$ cat config.mk
export PLATFORM = sky130hd
export DESIGN_NAME = vga_top
export DESIGN_NICKNAME = d
export VERILOG_FILES = /design/src/vga_pkg.sv /design/src/pixel_tick.sv /design/src/test_pattern.sv /design/src/vga_timing.sv /design/src/vga_top.sv
export SDC_FILE = /design/constraint.sdc
export NUM_CORES = 1
export LEC_CHECK = 0
export BUFFER_PORTS_ARGS = -buffer_cell sky130_fd_sc_hd__buf_4
export CAP_MARGIN = 20
export CORE_MARGIN = 5
export CORE_UTILIZATION = 59
export DETAILED_ROUTE_END_ITERATION = 12
export PLACE_DENSITY = 0.79
export SLEW_MARGIN = 25
export SYNTH_ARGS = -nofsm -noshare
export SYNTH_HDL_FRONTEND = slang
export SYNTH_SLANG_ARGS = --single-unit
$ cat constraint.sdc
create_clock -name clk -period 2 [get_ports clk]
set_input_delay 0.3 -clock clk [delete_from_list [all_inputs] [get_ports clk]]
set_output_delay 0.3 -clock clk [all_outputs]
set_load 0.02 [all_outputs]
$ cat src/vga_pkg.sv
`default_nettype none

package vga_pkg;

	// width of the column and row counters
	// ten bits reach 1023, which covers the 800 x 525 raster of 640x480
	localparam int COORD_W = 10;

	// test pattern selection
	// the generator only picks up a new value at a frame boundary
	typedef enum logic [1:0] {
		PAT_BARS  = 2'd0,
		PAT_GRID  = 2'd1,
		PAT_RAMP  = 2'd2,
		PAT_SOLID = 2'd3
	} pattern_mode_t;

	// 12-bit colour as it goes to the DAC
	// red sits in the top nibble and blue in the bottom one
	typedef struct packed {
		logic [3:0] r;
		logic [3:0] g;
		logic [3:0] b;
	} rgb_t;

	// horizontal timing of 640x480 at 60 Hz, counted in pixel clocks
	localparam int DEF_H_ACTIVE = 640;
	localparam int DEF_H_FRONT  = 16;
	localparam int DEF_H_SYNC   = 96;
	localparam int DEF_H_BACK   = 48;

	// vertical timing of the same mode, counted in lines
	localparam int DEF_V_ACTIVE = 480;
	localparam int DEF_V_FRONT  = 10;
	localparam int DEF_V_SYNC   = 2;
	localparam int DEF_V_BACK   = 33;

	// a 100 MHz system clock divided by four gives the 25 MHz pixel rate
	localparam int DEF_CLK_DIV  = 4;

endpackage

`default_nettype wire

$ cat src/pixel_tick.sv
`timescale 1ns/1ps
`default_nettype none

// pixel rate enable derived from the system clock
// pix_en is high for exactly one clk cycle out of every CLK_DIV
module pixel_tick #(
	parameter int CLK_DIV = 4
) (
	input  wire  clk,
	input  wire  rst,
	output logic pix_en
);

	// a one bit counter still exists when no division is asked for
	localparam int CNT_W = (CLK_DIV > 1) ? $clog2(CLK_DIV) : 1;

	logic [CNT_W-1:0] cnt;

	// the counter runs down and reloads at CLK_DIV-1 after reaching zero
	// the enable is registered so it comes out clean of the compare logic
	always_ff @(posedge clk or posedge rst) begin
		if (rst) begin
			cnt    <= CNT_W'(CLK_DIV - 1);
			pix_en <= 1'b0;
		end else if (cnt == '0) begin
			cnt    <= CNT_W'(CLK_DIV - 1);
			pix_en <= 1'b1;
		end else begin
			cnt    <= cnt - 1'b1;
			pix_en <= 1'b0;
		end
	end

	// with any real division the enable must drop again on the next cycle
	// so downstream logic never sees a stretched pixel
	generate
		if (CLK_DIV > 1) begin : g_single_pulse
			a_single_pulse: assert property (@(posedge clk) disable iff (rst)
				pix_en |=> !pix_en);
		end
	endgenerate

endmodule

`default_nettype wire

$ cat src/test_pattern.sv
`timescale 1ns/1ps
`default_nettype none

// test pattern generator
// produces the colour of each pixel from the raster position and the
// pattern mode, which only changes between frames
module test_pattern import vga_pkg::*; #(
	parameter int H_ACTIVE = DEF_H_ACTIVE,
	parameter int V_ACTIVE = DEF_V_ACTIVE
) (
	input  wire                clk,
	input  wire                rst,
	input  wire                pix_en,
	input  wire                frame_end,
	input  wire  [COORD_W-1:0] x,
	input  wire  [COORD_W-1:0] y,
	input  pattern_mode_t      mode,
	output rgb_t               rgb
);

	// eight bars share the active width equally
	localparam int BAR_W = H_ACTIVE / 8;

	pattern_mode_t      frame_mode;
	logic               active;
	logic [COORD_W-1:0] bar_q;
	logic [2:0]         bar_sel;
	logic               grid_line;
	rgb_t               bar_rgb;
	rgb_t               pix_rgb;

	assign active = (x < H_ACTIVE) && (y < V_ACTIVE);

	// bar number from the column
	// inside the active area the quotient stays below eight
	assign bar_q   = x / COORD_W'(BAR_W);
	assign bar_sel = bar_q[2:0];

	// grid lines every 32 pixels in both directions
	assign grid_line = (x[4:0] == 5'd0) || (y[4:0] == 5'd0);

	// classic colour bar order, each channel fully on or off
	always_comb begin
		case (bar_sel)
			3'd0:    bar_rgb = rgb_t'(12'hFFF);
			3'd1:    bar_rgb = rgb_t'(12'hFF0);
			3'd2:    bar_rgb = rgb_t'(12'h0FF);
			3'd3:    bar_rgb = rgb_t'(12'h0F0);
			3'd4:    bar_rgb = rgb_t'(12'hF0F);
			3'd5:    bar_rgb = rgb_t'(12'hF00);
			3'd6:    bar_rgb = rgb_t'(12'h00F);
			default: bar_rgb = rgb_t'(12'h000);
		endcase
	end

	// colour for the current position under the mode of this frame
	always_comb begin
		case (frame_mode)
			PAT_BARS: pix_rgb = bar_rgb;
			PAT_GRID: pix_rgb = grid_line ? rgb_t'(12'hFFF) : rgb_t'(12'h000);
			// the ramp steps once every 32 columns across the line
			PAT_RAMP: pix_rgb = '{r: x[8:5], g: x[8:5], b: x[8:5]};
			default:  pix_rgb = rgb_t'(12'h888);
		endcase
	end

	// the mode input is sampled on the last pixel of a frame only
	// the colour loaded on that same edge still uses the old mode
	always_ff @(posedge clk or posedge rst) begin
		if (rst) begin
			frame_mode <= PAT_BARS;
		end else if (pix_en && frame_end) begin
			frame_mode <= mode;
		end
	end

	// blanking forces black so the DAC never drives during sync
	always_ff @(posedge clk or posedge rst) begin
		if (rst) begin
			rgb <= '0;
		end else if (pix_en) begin
			rgb <= active ? pix_rgb : '0;
		end
	end

	// the bar number is cut down to three bits
	// an active width that is not a multiple of eight would wrap the last columns to white
	a_bar_range: assert property (@(posedge clk) disable iff (rst)
		active |-> bar_q < COORD_W'(8));

endmodule

`default_nettype wire

$ cat src/vga_timing.sv
`timescale 1ns/1ps
`default_nettype none

// raster timing generator
// counts columns and rows at the pixel rate and produces registered
// active low sync pulses, the display enable and the pixel strobe
module vga_timing import vga_pkg::*; #(
	parameter int H_ACTIVE = DEF_H_ACTIVE,
	parameter int H_FRONT  = DEF_H_FRONT,
	parameter int H_SYNC   = DEF_H_SYNC,
	parameter int H_BACK   = DEF_H_BACK,
	parameter int V_ACTIVE = DEF_V_ACTIVE,
	parameter int V_FRONT  = DEF_V_FRONT,
	parameter int V_SYNC   = DEF_V_SYNC,
	parameter int V_BACK   = DEF_V_BACK
) (
	input  wire                clk,
	input  wire                rst,
	input  wire                pix_en,
	output logic [COORD_W-1:0] x,
	output logic [COORD_W-1:0] y,
	output logic               frame_end,
	output logic               hsync,
	output logic               vsync,
	output logic               de,
	output logic               pix_stb
);

	// full line and frame lengths including blanking
	localparam int H_TOTAL = H_ACTIVE + H_FRONT + H_SYNC + H_BACK;
	localparam int V_TOTAL = V_ACTIVE + V_FRONT + V_SYNC + V_BACK;

	// the sync pulse starts right after the front porch
	// the end values are exclusive
	localparam int HS_START = H_ACTIVE + H_FRONT;
	localparam int HS_END   = H_ACTIVE + H_FRONT + H_SYNC;
	localparam int VS_START = V_ACTIVE + V_FRONT;
	localparam int VS_END   = V_ACTIVE + V_FRONT + V_SYNC;

	logic h_end;
	logic v_end;
	logic h_sync_on;
	logic v_sync_on;
	logic active;

	// last column of a line and last line of a frame
	assign h_end = (x == COORD_W'(H_TOTAL - 1));
	assign v_end = (y == COORD_W'(V_TOTAL - 1));

	// the pattern generator uses this to switch modes between frames
	assign frame_end = h_end && v_end;

	// decode of the current position before the counters move on
	assign h_sync_on = (x >= HS_START) && (x < HS_END);
	assign v_sync_on = (y >= VS_START) && (y < VS_END);
	assign active    = (x < H_ACTIVE) && (y < V_ACTIVE);

	// column and row counters
	// the row only steps when the column wraps
	always_ff @(posedge clk or posedge rst) begin
		if (rst) begin
			x <= '0;
			y <= '0;
		end else if (pix_en) begin
			if (h_end) begin
				x <= '0;
				if (v_end) begin
					y <= '0;
				end else begin
					y <= y + 1'b1;
				end
			end else begin
				x <= x + 1'b1;
			end
		end
	end

	// output registers load on the same edge that advances the counters
	// so they show the position the counters held just before it
	always_ff @(posedge clk or posedge rst) begin
		if (rst) begin
			hsync <= 1'b1;
			vsync <= 1'b1;
			de    <= 1'b0;
		end else if (pix_en) begin
			hsync <= !h_sync_on;
			vsync <= !v_sync_on;
			de    <= active;
		end
	end

	// the strobe marks the first cycle in which the new outputs are valid
	// which is one clk after the enable that loaded them
	always_ff @(posedge clk or posedge rst) begin
		if (rst) begin
			pix_stb <= 1'b0;
		end else begin
			pix_stb <= pix_en;
		end
	end

	// the counters must never step past the raster
	// a miss here would mean a broken wrap compare
	a_x_range: assert property (@(posedge clk) disable iff (rst)
		x < H_TOTAL);
	a_y_range: assert property (@(posedge clk) disable iff (rst)
		y < V_TOTAL);

endmodule

`default_nettype wire

$ cat src/vga_top.sv
`timescale 1ns/1ps
`default_nettype none

// VGA output subsystem
// pixel enable divider, raster timing and test pattern feeding a DAC
// all timing values come in as parameters and are handed down from here
module vga_top import vga_pkg::*; #(
	parameter int CLK_DIV  = DEF_CLK_DIV,
	parameter int H_ACTIVE = DEF_H_ACTIVE,
	parameter int H_FRONT  = DEF_H_FRONT,
	parameter int H_SYNC   = DEF_H_SYNC,
	parameter int H_BACK   = DEF_H_BACK,
	parameter int V_ACTIVE = DEF_V_ACTIVE,
	parameter int V_FRONT  = DEF_V_FRONT,
	parameter int V_SYNC   = DEF_V_SYNC,
	parameter int V_BACK   = DEF_V_BACK
) (
	input  wire           clk,
	input  wire           rst,
	input  pattern_mode_t mode,
	output logic          hsync,
	output logic          vsync,
	output logic          de,
	output logic          pix_stb,
	output rgb_t          rgb
);

	// one clk wide pulse at the pixel rate
	logic               pix_en;
	// raster position and end of frame from the timing block
	logic [COORD_W-1:0] x;
	logic [COORD_W-1:0] y;
	logic               frame_end;

	pixel_tick #(
		.CLK_DIV (CLK_DIV)
	) u_pixel_tick (
		.clk    (clk),
		.rst    (rst),
		.pix_en (pix_en)
	);

	vga_timing #(
		.H_ACTIVE (H_ACTIVE),
		.H_FRONT  (H_FRONT),
		.H_SYNC   (H_SYNC),
		.H_BACK   (H_BACK),
		.V_ACTIVE (V_ACTIVE),
		.V_FRONT  (V_FRONT),
		.V_SYNC   (V_SYNC),
		.V_BACK   (V_BACK)
	) u_vga_timing (
		.clk       (clk),
		.rst       (rst),
		.pix_en    (pix_en),
		.x         (x),
		.y         (y),
		.frame_end (frame_end),
		.hsync     (hsync),
		.vsync     (vsync),
		.de        (de),
		.pix_stb   (pix_stb)
	);

	// the pattern block only needs the active size for bars and bounds
	test_pattern #(
		.H_ACTIVE (H_ACTIVE),
		.V_ACTIVE (V_ACTIVE)
	) u_test_pattern (
		.clk       (clk),
		.rst       (rst),
		.pix_en    (pix_en),
		.frame_end (frame_end),
		.x         (x),
		.y         (y),
		.mode      (mode),
		.rgb       (rgb)
	);

endmodule

`default_nettype wire
==> flow_summary_export.csv <==
group,metric,value,unit
logic_synthesis,synth_top_cell_by_area,"dfrtp_1",
clocking,cts_tree,"done",
placement,gp_congestion,0.828,
logic_synthesis,async_flop_share,1.00,
cells_and_area,syn_to_final_growth,15.4,%
global_routing,grt_pass1_vias,1757,
timing,period_needed,1.84,ns
cells_and_area,final_util,0.699,
placement,io_buffers,19,
drt,vias,1739,
global_routing,antenna_found_initial,0,
timing,hold_viol,0,
global_routing,grt-ovfl-total,0,
timing,final_max_slew_viol_count,0,
logic_synthesis,ys_types,50,
worst_setup_path,crit_path_top_delay_cell,"dfrtp_1",
timing,rsz0062_at_grt,"false",
logic_synthesis,yosys-top-cells-count,"dfrtp_1, o21ai_0, nor2_1",
worst_setup_path,crit_path_start_kind,"flop",
clocking,cts_hold_buf,0,
logic_synthesis,synth_fp_nets,235,
power_and_ir_drop,ir_worst_vdd,315,uV
global_routing,grt_pass1_wl,8.15,mm
logic_synthesis,yosys-top-cells-area,"dfrtp_1, o21ai_0, dfstp_2",
logic_synthesis,yosysSeqAreaShare,0.468,
worst_setup_path,path_max_fanout,11,
outcome,outcome,"completed",
drt,first_pass_iters,4,
clocking,clock-sinks,41,
clocking,h-tree-depth,2,
die,io_pins,20,
worst_setup_path,crit_arrival,2.01,ns
worst_setup_path,crit_path_end_kind,"flop",
worst_setup_path,crit_family,"compound AO/OA/AOI/OAI gates",
global_routing,grt_max_degree,42,
worst_setup_path,required,2.17,ns
timing,worstMarginPinSlew,0.494,ns
drt,drcViolationCount,0,
drt,drt-initial-drc-count,117,
cells_and_area,fin_cells,304,
cells_and_area,nets,264,
clocking,cts_max_path_buffers,2,
timing,max_freq,543,MHz
cells_and_area,n_antenna_cell,0,
timing,finalClockSkew,0.00813,ns
timing,tns,0,ns
logic_synthesis,synth_ff_type,"dfrtp_1",
clocking,cts-root-buf,"clkbuf_8",
worst_setup_path,crit_chain,"inv_2 -> a211o_1 -> a311oi_1 -> and4bb_4 -> a221o_1",
worst_setup_path,critical_path_class,"reg2reg",
logic_synthesis,yosysMostFrequentCell,"dfrtp_1",
logic_synthesis,postSynthCellCount,226,
drt,routed_via_density,5.72,
placement,dp.cells,296,
die,rows,22,
cells_and_area,drive_above_1_share,0.219,
logic_synthesis,synth_edf_count,0,
logic_synthesis,ys.warnings.count,0,
power_and_ir_drop,leakage,1.13,nW
die,die_h,71.1,um
clocking,cts_setup_buffers,0,
timing,relSlewSlack,0.671,
drt,ant_nets,0,
clocking,clk_pin_slew,0.08,ns
drt,wl_per_cell,14.6,um
die,start_util,0.606,
run,cap_violations,0,
global_routing,grt_usage,0.201,
die,die_w,71.1,um
clocking,clk_latency,0.29,ns
logic_synthesis,syn_area_per_cell,9.74,um2
clocking,ctsResizeCount,0,
timing,finalSetupViolCount,0,
logic_synthesis,ys_ff_latch,41,
logic_synthesis,yosysTopAreaCellShare,0.420,
cells_and_area,fillerInstances,292,
timing,period_share,0.922,
logic_synthesis,syn_area,2200,um2
clocking,numCtsBuffers,5,
placement,dpl.hpwl,3.27,mm
die,core_area,3630,um2
worst_setup_path,cpPeakStageDelay,0.56,ns
die,dieArea,5050,um2
min_path,worstHoldPathType,"in2async",
worst_setup_path,cp_num_buf_inv,1,
drt,wirelength,4.43,mm
power_and_ir_drop,p_per_area,552,nW/um2
==> cells in the final DEF, fill, tap and decap left out, drive strengths merged, types with 3 or more instances in the layout <==
master	instances
dfrtp	37
buf	33
o21ai	28
nor2	18
inv	18
nand2	16
xnor2	9
nand4	7
nand3	7
clkbuf	7
nor2b	6
a221o	5
ha	5
nor4b	5
xor2	4
nand2b	4
dfstp	4
mux2	3
a21o	3
a211oi	3
==> through the flow <==
stage          hold WS (ns)  worst slack [ns]  area [um2]  power, mW
6_report              0.128             0.157        2540       1.40
5_1_grt               0.210            0.0130        2540       1.47
4_1_cts               0.154            0.0961        2530       1.42
3_5_place_dp          0.454             0.127        2440      0.868
3_3_place_gp          0.445             0.190        2440      0.867
2_1_floorplan         0.349             0.293        2200      0.857
==> final cells by class <==
cell class / instances / area [um2] / share of cell area
clock inverter: 1 / 7.51 / 0.00295
inverter: 18 / 67.6 / 0.0266
clock buffer: 7 / 86.3 / 0.0340
timing repair buffer: 33 / 248 / 0.0975
multi-input combinational: 156 / 1040 / 0.409
tap: 48 / 60.1 / 0.0236
sequential: 41 / 1030 / 0.406
==> layer usage <==
metal  track usage  wire length, um
met1         0.261             1990
met2         0.324             2090
met3        0.0540              244
met4        0.0731               99
met5             0                0
==> worst register-to-register path: stages, from the launching register on <==
cell      delay, ns
dfrtp_1        0.56
inv_2          0.11
a211o_1        0.27
a311oi_1       0.26
and4bb_4       0.25
a221o_1        0.28
==> flip-flops by register name, summed over array words and instances (netlist names) <==
signal and count:
u_vga_timing.pix_stb 1, u_pixel_tick.pix_en 1, u_test_pattern.frame_mode 2, u_test_pattern.rgb 12, u_vga_timing.hsync 1, u_vga_timing.x 10, u_vga_timing.y 10, u_vga_timing.vsync 1
u_vga_timing.de 1, u_pixel_tick.cnt 2
==> power breakdown <==
| part | internal, mW | switching (mW) | leakage, nW |
|---|---|---|---|
| clock | 0.280 | 0.272 | 0.0445 |
| combinational | 0.00512 | 0.0161 | 0.613 |
| sequential | 0.829 | 0 | 0.475 |
==> cells by family after synthesis <==
logic type               share of synthesized area
multiplexers                                0.0153
AND/OR/NAND/NOR                              0.205
buffers and inverters                       0.0625
flip-flops                                   0.468
XOR/XNOR                                    0.0517
AO/OA/AOI/OAI                                0.169
adder cells (fa/ha/maj)                     0.0284
==> path summary, 6_finish.rpt <==
| check | startpoint | endpoint | slack, ns | cells after the start |
|---|---|---|---|---|
| max reg2reg | u_vga_timing.x[5] | u_test_pattern.rgb[1] | 0.16 | 5 |
| max in group asynchronous | rst | u_vga_timing.x[7] | 1.49 | 3 |
| max | u_vga_timing.x[5] | u_test_pattern.rgb[1] | 0.16 | 5 |
| min in group clk | mode[0] | u_test_pattern.frame_mode[0] | 0.24 | 2 |
| min reg2reg | u_pixel_tick.cnt[0] | u_pixel_tick.cnt[0] | 0.47 | 1 |
| min | rst | u_vga_timing.y[0] | 0.13 | 3 |
Power figures use the tool's default switching activity.
